## src/hdl/lsu_pkg.sv

```systemverilog
`default_nettype none

package lsu_pkg;

    // data and address width
    localparam int XLEN = 32;

    // one data word or one byte address
    typedef logic [XLEN-1:0] word_t;

    // one enable bit per byte lane
    typedef logic [XLEN/8-1:0] byte_mask_t;

    // memory operation code from the execute stage
    typedef enum logic [3:0] {
        NONE = 4'd0,
        LB   = 4'd1,
        LBU  = 4'd2,
        LH   = 4'd3,
        LHU  = 4'd4,
        LW   = 4'd5,
        SB   = 4'd6,
        SH   = 4'd7,
        SW   = 4'd8,
        LR_W = 4'd9,
        SC_W = 4'd10,
        AMO  = 4'd11
    } mem_op_e;

    // read-modify-write function of an AMO
    typedef enum logic [3:0] {
        SWAP = 4'd0,
        ADD  = 4'd1,
        XOR  = 4'd2,
        AND  = 4'd3,
        OR   = 4'd4,
        MIN  = 4'd5,
        MAX  = 4'd6,
        MINU = 4'd7,
        MAXU = 4'd8
    } amo_op_e;

    // access width
    typedef enum logic [1:0] {
        BYTE,
        HALF,
        WORD
    } acc_size_e;

    // atomic sequencer
    typedef enum logic [1:0] {
        AMO_IDLE,
        AMO_LOAD,
        AMO_STORE,
        AMO_DONE
    } amo_state_e;

    // timer word offsets from the CLINT base
    localparam word_t CLINT_MTIME_OFFS     = 32'd0;
    localparam word_t CLINT_MTIMEH_OFFS    = 32'd4;
    localparam word_t CLINT_MTIMECMP_OFFS  = 32'd8;
    localparam word_t CLINT_MTIMECMPH_OFFS = 32'd12;

    // SC.W result when the reservation is lost
    localparam word_t SC_FAIL_CODE = 32'd1;

endpackage

`default_nettype wire

```

## src/hdl/lsu_decode.sv

```systemverilog
`default_nettype none
`timescale 1ns/1ps

module lsu_decode (
    input  lsu_pkg::mem_op_e   mem_op_i,
    output logic               is_load_o,
    output logic               is_store_o,
    output logic               is_lr_o,
    output logic               is_sc_o,
    output logic               is_amo_o,
    output lsu_pkg::acc_size_e size_o,
    output logic               sign_ext_o
);
    import lsu_pkg::*;

    always_comb begin
        // non-memory op sets no class and leaves the width unused
        is_load_o  = 1'b0;
        is_store_o = 1'b0;
        is_lr_o    = 1'b0;
        is_sc_o    = 1'b0;
        is_amo_o   = 1'b0;
        size_o     = WORD;
        sign_ext_o = 1'b0;
        case (mem_op_i)
            LB, LBU: begin
                is_load_o  = 1'b1;
                size_o     = BYTE;
                sign_ext_o = (mem_op_i == LB);
            end
            LH, LHU: begin
                is_load_o  = 1'b1;
                size_o     = HALF;
                sign_ext_o = (mem_op_i == LH);
            end
            LW: begin
                is_load_o  = 1'b1;
                sign_ext_o = 1'b1;
            end
            SB: begin
                is_store_o = 1'b1;
                size_o     = BYTE;
            end
            SH: begin
                is_store_o = 1'b1;
                size_o     = HALF;
            end
            SW: begin
                is_store_o = 1'b1;
            end
            // atomics are always full words
            LR_W: is_lr_o = 1'b1;
            SC_W: is_sc_o = 1'b1;
            AMO:  is_amo_o = 1'b1;
            default: begin
                is_load_o = 1'b0;
            end
        endcase
    end

endmodule

`default_nettype wire

```

## src/hdl/lsu_align.sv

```systemverilog
`default_nettype none
`timescale 1ns/1ps

module lsu_align (
    input  lsu_pkg::acc_size_e  size_i,
    input  logic                sign_ext_i,
    input  logic [1:0]          byte_off_i,
    input  lsu_pkg::word_t      store_data_i,
    input  lsu_pkg::word_t      load_data_i,
    output lsu_pkg::byte_mask_t rmask_o,
    output lsu_pkg::byte_mask_t wmask_o,
    output lsu_pkg::word_t      wdata_o,
    output lsu_pkg::word_t      load_ext_o
);
    import lsu_pkg::*;

    byte_mask_t size_mask;
    logic       byte_sign;
    logic       half_sign;

    // lanes covered by the access, counted from lane 0
    always_comb begin
        case (size_i)
            BYTE:    size_mask = 4'b0001;
            HALF:    size_mask = 4'b0011;
            default: size_mask = 4'b1111;
        endcase
    end

    // reads come back right-aligned, so the read mask stays unshifted
    assign rmask_o = size_mask;

    // writes move mask and data into the addressed lanes
    assign wmask_o = size_mask << byte_off_i;
    // offset in bytes times eight gives the bit shift
    assign wdata_o = store_data_i << {byte_off_i, 3'b000};

    // sign bits of the narrow load, zero for unsigned loads
    assign byte_sign = sign_ext_i & load_data_i[7];
    assign half_sign = sign_ext_i & load_data_i[15];

    always_comb begin
        case (size_i)
            BYTE: begin
                load_ext_o = {{(XLEN - 8){byte_sign}}, load_data_i[7:0]};
            end
            HALF: begin
                load_ext_o = {{(XLEN - 16){half_sign}}, load_data_i[15:0]};
            end
            default: begin
                // full word passes unchanged
                load_ext_o = load_data_i;
            end
        endcase
    end

endmodule

`default_nettype wire

```

## src/hdl/lsu_amo_unit.sv

```systemverilog
`default_nettype none
`timescale 1ns/1ps

module lsu_amo_unit (
    input  logic             clk,
    input  logic             rst,
    input  logic             start_lr_i,
    input  logic             start_sc_i,
    input  logic             start_amo_i,
    input  lsu_pkg::amo_op_e amo_op_i,
    input  lsu_pkg::word_t   addr_i,
    input  lsu_pkg::word_t   rs2_i,
    input  logic             plain_store_done_i,
    input  logic             mem_ready_i,
    input  lsu_pkg::word_t   mem_rdata_i,
    output logic             req_o,
    output logic             we_o,
    output lsu_pkg::word_t   wdata_o,
    output lsu_pkg::word_t   result_o,
    output logic             done_o
);
    import lsu_pkg::*;

    amo_state_e state;
    amo_state_e state_next;

    // single reservation
    logic  res_valid;
    word_t res_addr;

    // word read in AMO_LOAD and value to write back
    word_t loaded_q;
    word_t new_q;
    logic  sc_pass_q;

    word_t amo_new;
    logic  sc_hit;
    logic  res_set;
    logic  res_clr;

    // SC.W succeeds only on a live reservation to the same word
    assign sc_hit = res_valid && (res_addr == addr_i);

    // new value from the word memory just returned
    always_comb begin
        case (amo_op_i)
            SWAP: amo_new = rs2_i;
            ADD:  amo_new = mem_rdata_i + rs2_i;
            XOR:  amo_new = mem_rdata_i ^ rs2_i;
            AND:  amo_new = mem_rdata_i & rs2_i;
            OR:   amo_new = mem_rdata_i | rs2_i;
            MIN:  amo_new = ($signed(mem_rdata_i) < $signed(rs2_i)) ? mem_rdata_i : rs2_i;
            MAX:  amo_new = ($signed(mem_rdata_i) > $signed(rs2_i)) ? mem_rdata_i : rs2_i;
            MINU: amo_new = (mem_rdata_i < rs2_i) ? mem_rdata_i : rs2_i;
            MAXU: amo_new = (mem_rdata_i > rs2_i) ? mem_rdata_i : rs2_i;
            default: amo_new = rs2_i;
        endcase
    end

    always_comb begin
        state_next = state;
        case (state)
            AMO_IDLE: begin
                if (start_lr_i || start_amo_i) begin
                    state_next = AMO_LOAD;
                end else if (start_sc_i) begin
                    // failed SC skips memory entirely
                    state_next = sc_hit ? AMO_STORE : AMO_DONE;
                end
            end
            AMO_LOAD: begin
                if (mem_ready_i) begin
                    state_next = start_lr_i ? AMO_DONE : AMO_STORE;
                end
            end
            AMO_STORE: begin
                if (mem_ready_i) begin
                    state_next = AMO_DONE;
                end
            end
            default: begin
                // one-cycle result slot
                state_next = AMO_IDLE;
            end
        endcase
    end

    // LR and AMO take the reservation on entry
    assign res_set = (state == AMO_IDLE) && (start_lr_i || start_amo_i);
    // SC and AMO drop it when they finish and so does any plain store
    assign res_clr = ((state == AMO_DONE) && (start_sc_i || start_amo_i)) || plain_store_done_i;

    always_ff @(posedge clk or posedge rst) begin
        if (rst) begin
            state     <= AMO_IDLE;
            res_valid <= 1'b0;
        end else begin
            state <= state_next;
            if (res_set) begin
                res_valid <= 1'b1;
            end else if (res_clr) begin
                res_valid <= 1'b0;
            end
        end
    end

    always_ff @(posedge clk) begin
        if (res_set) begin
            res_addr <= addr_i;
        end
        // SC outcome sampled while the reservation is still intact
        if (state == AMO_IDLE) begin
            sc_pass_q <= sc_hit;
        end
        if ((state == AMO_LOAD) && mem_ready_i) begin
            loaded_q <= mem_rdata_i;
            new_q    <= amo_new;
        end
    end

    assign req_o   = (state == AMO_LOAD) || (state == AMO_STORE);
    assign we_o    = (state == AMO_STORE);
    // SC writes rs2 as is while AMO writes the computed value
    assign wdata_o = start_sc_i ? rs2_i : new_q;
    assign done_o  = (state == AMO_DONE);

    // LR and AMO both hand back the old memory word
    assign result_o = start_sc_i ? (sc_pass_q ? '0 : SC_FAIL_CODE) : loaded_q;

endmodule

`default_nettype wire

```

## src/hdl/lsu_top.sv

```systemverilog
`default_nettype none
`timescale 1ns/1ps

module lsu_top #(
    parameter lsu_pkg::word_t CLINT_BASE = 32'h0200_4000
) (
    input  logic                clk,
    input  logic                rst,
    input  lsu_pkg::mem_op_e    mem_op_i,
    input  lsu_pkg::amo_op_e    amo_op_i,
    input  lsu_pkg::word_t      addr_i,
    input  lsu_pkg::word_t      rs2_i,
    output lsu_pkg::word_t      result_o,
    output logic                stall_o,
    output logic                amo_misalign_o,
    output logic                mem_req_o,
    output logic                mem_we_o,
    output lsu_pkg::word_t      mem_addr_o,
    output lsu_pkg::byte_mask_t mem_mask_o,
    output lsu_pkg::word_t      mem_wdata_o,
    input  logic                mem_ready_i,
    input  lsu_pkg::word_t      mem_rdata_i,
    output logic                clint_sel_o,
    output logic                clint_we_o,
    output lsu_pkg::word_t      clint_addr_o,
    output lsu_pkg::word_t      clint_wdata_o,
    input  lsu_pkg::word_t      clint_rdata_i
);
    import lsu_pkg::*;

    logic       is_load;
    logic       is_store;
    logic       is_lr;
    logic       is_sc;
    logic       is_amo;
    logic       sign_ext;
    acc_size_e  size;
    logic       plain;
    logic       atomic;
    logic       amo_go;
    logic       clint_hit;
    logic       plain_req;
    byte_mask_t rmask;
    byte_mask_t wmask;
    word_t      st_wdata;
    word_t      load_src;
    word_t      load_ext;
    logic       amo_req;
    logic       amo_we;
    logic       amo_done;
    word_t      amo_wdata;
    word_t      amo_result;

    lsu_decode u_decode (
        .mem_op_i  (mem_op_i),
        .is_load_o (is_load),
        .is_store_o(is_store),
        .is_lr_o   (is_lr),
        .is_sc_o   (is_sc),
        .is_amo_o  (is_amo),
        .size_o    (size),
        .sign_ext_o(sign_ext)
    );

    assign plain  = is_load | is_store;
    assign atomic = is_lr | is_sc | is_amo;

    // four timer words sit at fixed offsets from the base
    assign clint_hit = (addr_i == CLINT_BASE + CLINT_MTIME_OFFS)
                     | (addr_i == CLINT_BASE + CLINT_MTIMEH_OFFS)
                     | (addr_i == CLINT_BASE + CLINT_MTIMECMP_OFFS)
                     | (addr_i == CLINT_BASE + CLINT_MTIMECMPH_OFFS);

    // atomics need word alignment and never go to the CLINT
    assign amo_misalign_o = atomic & (addr_i[1:0] != 2'b00);
    assign amo_go         = atomic & ~amo_misalign_o;
    assign plain_req      = plain & ~clint_hit;

    // same-cycle timer access on full words without a mask
    assign clint_sel_o   = plain & clint_hit;
    assign clint_we_o    = clint_sel_o & is_store;
    assign clint_addr_o  = addr_i;
    assign clint_wdata_o = rs2_i;

    // narrow load source picked before extension
    assign load_src = clint_sel_o ? clint_rdata_i : mem_rdata_i;

    lsu_align u_align (
        .size_i      (size),
        .sign_ext_i  (sign_ext),
        .byte_off_i  (addr_i[1:0]),
        .store_data_i(rs2_i),
        .load_data_i (load_src),
        .rmask_o     (rmask),
        .wmask_o     (wmask),
        .wdata_o     (st_wdata),
        .load_ext_o  (load_ext)
    );

    lsu_amo_unit u_amo (
        .clk               (clk),
        .rst               (rst),
        .start_lr_i        (is_lr & amo_go),
        .start_sc_i        (is_sc & amo_go),
        .start_amo_i       (is_amo & amo_go),
        .amo_op_i          (amo_op_i),
        .addr_i            (addr_i),
        .rs2_i             (rs2_i),
        .plain_store_done_i(is_store & (clint_hit | mem_ready_i)),
        .mem_ready_i       (mem_ready_i),
        .mem_rdata_i       (mem_rdata_i),
        .req_o             (amo_req),
        .we_o              (amo_we),
        .wdata_o           (amo_wdata),
        .result_o          (amo_result),
        .done_o            (amo_done)
    );

    // request drops in the ready cycle
    assign mem_req_o   = (plain_req | amo_req) & ~mem_ready_i;
    assign mem_we_o    = mem_req_o & (atomic ? amo_we : is_store);
    assign mem_addr_o  = addr_i;
    // atomics move whole words unshifted
    assign mem_mask_o  = atomic ? '1 : (is_store ? wmask : rmask);
    assign mem_wdata_o = atomic ? amo_wdata : st_wdata;

    // hold the pipeline until the plain access or the atomic sequence ends
    assign stall_o = (plain_req & ~mem_ready_i) | (amo_go & ~amo_done);

    // everything else passes the ALU value through
    assign result_o = atomic ? amo_result : (is_load ? load_ext : addr_i);

endmodule

`default_nettype wire

```

## config.mk

```make
export PLATFORM = sky130hd
export DESIGN_NAME = lsu_top
export DESIGN_NICKNAME = d
export VERILOG_FILES = /design/src/hdl/lsu_pkg.sv /design/src/hdl/lsu_decode.sv /design/src/hdl/lsu_align.sv /design/src/hdl/lsu_amo_unit.sv /design/src/hdl/lsu_top.sv
export SDC_FILE = /design/constraint.sdc
export NUM_CORES = 1
export LEC_CHECK = 0
export BUFFER_PORTS_ARGS = -buffer_cell sky130_fd_sc_hd__buf_2
export CORE_MARGIN = 4
export CORE_UTILIZATION = 49
export DETAILED_ROUTE_END_ITERATION = 16
export PLACE_DENSITY = 0.79
export SLEW_MARGIN = 20
export SYNTH_ARGS = -nofsm -noshare
export SYNTH_HDL_FRONTEND = slang
export SYNTH_SLANG_ARGS = --single-unit
```

## constraint.sdc

```tcl
create_clock -name clk -period 3.9 [get_ports clk]
set_clock_uncertainty 0.2 [all_clocks]
set_input_delay 0.975 -clock clk [delete_from_list [all_inputs] [get_ports clk]]
set_output_delay 0.975 -clock clk [all_outputs]
set_load 0.02 [all_outputs]
```

==> impl.org <==
** Clocking
- The clock passes through at most 2 buffers.
- TritonCTS built the clock tree.
- Number of CTS-inserted buffers :: 9
- CTS Root Cell :: clkbuf_16
- For the worst-skew pair, the clock arrives at the later sink with an insertion delay of 380 ps.
- The H-tree was split into 3 levels.
- Register clock-pin slew on the reported worst setup and hold paths :: about 80 ps
- Hold repair after CTS inserted 0 buffers.
- Clk sink count :: 100

** Floorplanning
- Number of top-level design ports :: 309
- After floorplanning, the core was divided into between 50 and 60 placement rows.
- The floorplan step defined a die boundary enclosing about 0.025 sq mm.
- Starting Density :: 0.499
- Vertical extent of the die :: between 150 and 200 um
- The floorplan step defined a core boundary enclosing 0.0219 sq mm.
- Horizontal die dimension :: 157 um

** Drt
- The first routing iteration left around 1300 violations.
- DRC violation count after routing :: 0
- Detail Route Antenna Nets :: 0
- Post-Route WL :: ~46 mm
- The pre-antenna-repair detailed-routing pass consisted of 6 iterations.
- After detailed routing, the number of vias per cell comes to 6.09.
- In the final routed layout, each cell accounts on average for between 20 and 25 um.
- Summing over every cut layer, the via total after detailed routing is approximately 12000.

** Outcome
- Status :: finished with violations
- Violated checks :: setup timing

** Logic synthesis
- Each instance of the synthesized netlist takes up on average about 8.3 sq um.
- The share of the Yosys chip area taken by registers is 0.273.
- Post-synthesis cell count :: approximately 1300
- Predominant post-synthesis flop cell :: edfxtp_1
- Of the post-synthesis cell area, the dominant cell type holds 0.267.
- After synthesis, the largest family of logic cells by area is compound AO/OA/AOI/OAI gates.
- Yosys warning count :: 0
- In the synthesized netlist the async set-or-reset flop fraction comes to 0.0300.
- Cell with the most instances after synthesis :: nand2_1
- After synthesis the netlist holds a flip-flop and latch count of 100.
- Post-synth EDFFs :: 97
- Most common library cells after synthesis :: 136 x nand2_1, 110 x nor2_1, 100 x ha_1, 97 x edfxtp_1, 96 x buf_4
- Post-synthesis net count :: roughly 1600
- The portion of synthesized area spent on multiplexers is 0.0485.
- Summed over all instances, the cell type with the most area after synthesis is edfxtp_1.
- Top post-synthesis cells by area :: edfxtp_1 27%, ha_1 11%, buf_4 6.6%, mux2i_1 4.9%, nand2_1 4.7%
- Cell area after synthesis :: 0.0109 sq mm
- Of the total synthesized cell area, the portion taken by full adders, half adders and majority gates is 0.116.
- Of the total synthesized cell area, the portion taken by AND, OR, NAND and NOR gates is 0.145.
- Area fraction in compound gates after synthesis :: 0.239
- Yosys cell types :: 72
- Of the total synthesized cell area, the portion taken by XOR and XNOR cells is 0.0464.

** Hold path
- Path category of the worst min-delay check :: primary input to async pin

** Setup path
- Together, buffers and inverters on the worst path number 5.
- Cells along the critical path :: buf_8, nor4_4, buf_4, nand4_1, buf_6, nor2_4, mux2i_4, a211o_1, o211a_4, buf_12, o21ai_1, o211ai_1, nand2_2, buf_6
- Counting stages on the worst path, the most repeated cell is buf_6.
- Data on the critical path is required at its endpoint by between 2000 and 3000 ps.
- Critical Path Start Type :: primary input
- CP peak stage delay :: about 280 ps
- The startpoint identified for the worst register-to-register timing path is u_amo.res_addr[2]$_DFFE_PP_.
- For this design, the slowest cell found on the critical path is mux2i_4.
- Highest net fanout along the worst path :: 8
- STA classifies the critical path endpoint as an output port.
- Data arrives at the worst endpoint at around 3300 ps.
- Type of the worst setup path :: primary input to output port
- Delay-heaviest family, CP :: buffers and inverters
- Source of the critical timing path :: addr_i[5]

** Place
- Prior to clock tree synthesis, the placed netlist has a worst setup slack of -679 ps.
- Input and output buffers added on the ports amount to between 300 and 400.
- Count of placed standard cells including taps :: just under 2000
- Detailed placement finished with a half-perimeter wire length of between 30 and 40 mm.
- Final estimated routing congestion in global placement :: between 1 and 1.5

** STA
- Final count of negative-setup-slack endpoints :: 34
- The hold violation total from the final report is 0.
- Max-slew violation total from the final report :: 0
- The worst path in the final design needs a cycle of 4450 ps, including I/O delays and setup.
- Max Fclk :: about 220 MHz
- Portion of the clock cycle consumed by the worst path in the final layout :: 1.14
- Setup repair after global routing missed its margin :: yes
- Actual slew at the worst max-slew pin :: slightly above 700 ps
- Headroom to the max-slew limit :: 0.522
- Across all setup checks in the final design, the least slack found is -554 ps.

** Global route
- Summed over all layers, the global routing overflow is 0.
- Entering global routing, the biggest net connects 45 pins.
- First-pass GRT wire length :: between 60 and 70 mm
- Across every metal layer, demand over resource in global routing totals 0.343.
- Antenna violations before repair :: 2
- Vias in the first global route :: between 10000 and 15000

** Layout
- Compared with the post-synthesis result, the final layout area differs by 37.8%.
- For this run, the number of standard cells in the final layout without fillers is between 2000 and 2500.
- The final layout contains 1962 nets.
- Layout fillers :: ~1800
- Proportion of layout cells with a drive suffix above 1 :: 0.418

** Pwr
- Reported leakage power :: between 7 and 8 nW
- Pwr dens :: 290 mW/mm^2
- Maximum vdd ir drop :: approximately 0.20 mV

** Run
- The tool flagged a number of max-cap violations equal to 0.
-- sequential cells by signal (all words and copies together) (netlist names) --
name	flops
u_amo.res_addr	32
u_amo.loaded_q	32
u_amo.sc_pass_q	1
u_amo.state	2
u_amo.new_q	32
u_amo.res_valid	1
-- worst paths after layout --
path                                               end  slack, ps  depth (start not counted)
max                                       result_o[29]       -550                         14
min                         u_amo.state[0]$_DFFE_PP0P_        260                          2
max reg2reg                 u_amo.state[0]$_DFFE_PP0P_       1500                         10
min reg2reg                 u_amo.state[1]$_DFFE_PP0P_        380                          2
max in group asynchronous  u_amo.res_valid$_DFFE_PP0P_       3090                          2
min in group clk            u_amo.state[1]$_DFFE_PP0P_        380                          2
-- logic make-up (layout without fill, tap and decap cells) --
| kind of cell | after synthesis | in the layout |
|---|---|---|
| compound gates | 379 | 379 |
| xor+xnor | 57 | 57 |
| fa+ha+maj | 101 | 101 |
| buf+inv | 272 | 685 |
| flops | 100 | 100 |
| mux | 53 | 53 |
| other cells | 0 | 1 |
| simple gates | 352 | 352 |
-- layout make-up --
class,count,area (sq um),area share
diodes,1,2.50,0.000166
clock buffers,9,225,0.0150
clock inverters,7,81.3,0.00540
inverters,90,358,0.0238
multi-input cells,942,7120,0.473
flip-flops and latches,100,2990,0.198
well taps,280,350,0.0233
repair buffers,579,3930,0.261
-- metal layers --
layer,up-vias,part of all wire,global-route usage
met5,-,0.00029,0
met4,2,0.060,0.188
met3,163,0.11,0.0635
met2,847,0.46,0.558
met1,5750,0.36,0.432
li1,5468,-,-
-- metrics by stage --
step / area (sq um) / power [mW] / TNS [ps] / utilization / hold slack [ps]
final: 15100 / 4.36 / -11640 / 0.688 / 256
after global routing: 15100 / 4.53 / -16200 / 0.688 / 276
after CTS: 14400 / 4.21 / -11250 / 0.660 / 263
after detailed placement: 13900 / 3.22 / -27920 / 0.636 / 347
after global placement: 13900 / 3.20 / -25450 / 0.636 / 333
after floorplan: 11200 / 2.48 / -2480 / - / 283
-- worst register-to-register path: cells and delay by family, from the launching register on --
family	cells	cell delay [ps]
AND/OR/NAND/NOR	6	1150
flip-flops	1	380
XOR/XNOR	1	220
buffers and inverters	1	180
AO/OA/AOI/OAI	2	150
-- layout by cell type, fill, tap and decap left out, types with 44 or more instances in the layout --
cell	netlist	layout
a21oi_1	67	54
buf_2	10	273
nand2_1	136	126
nor2_1	110	103
mux2i_1	53	51
edfxtp_1	97	97
buf_4	96	263
inv_1	89	73
xnor2_1	47	47
o21ai_0	93	60
ha_1	100	83
o21ai_1	18	44
-- power by group --
part / internal, mW / total [mW] / switching, mW
registers: 1.33 / 1.37 / 0.0479
clock network: 0.460 / 0.956 / 0.496
logic: 0.842 / 2.03 / 1.19
-- repair_timing --
| action | in CTS | in global routing |
|---|---|---|
| gates cloned | 1 | 3 |
| setup endpoints to repair | 64 | 96 |
| buffers inserted | 2 | 6 |
| pin swaps | 16 | 27 |
| gates resized for setup | 54 | 112 |
| endpoints found under the hold margin | 0 | 0 |
Power figures use the tool's default switching activity.
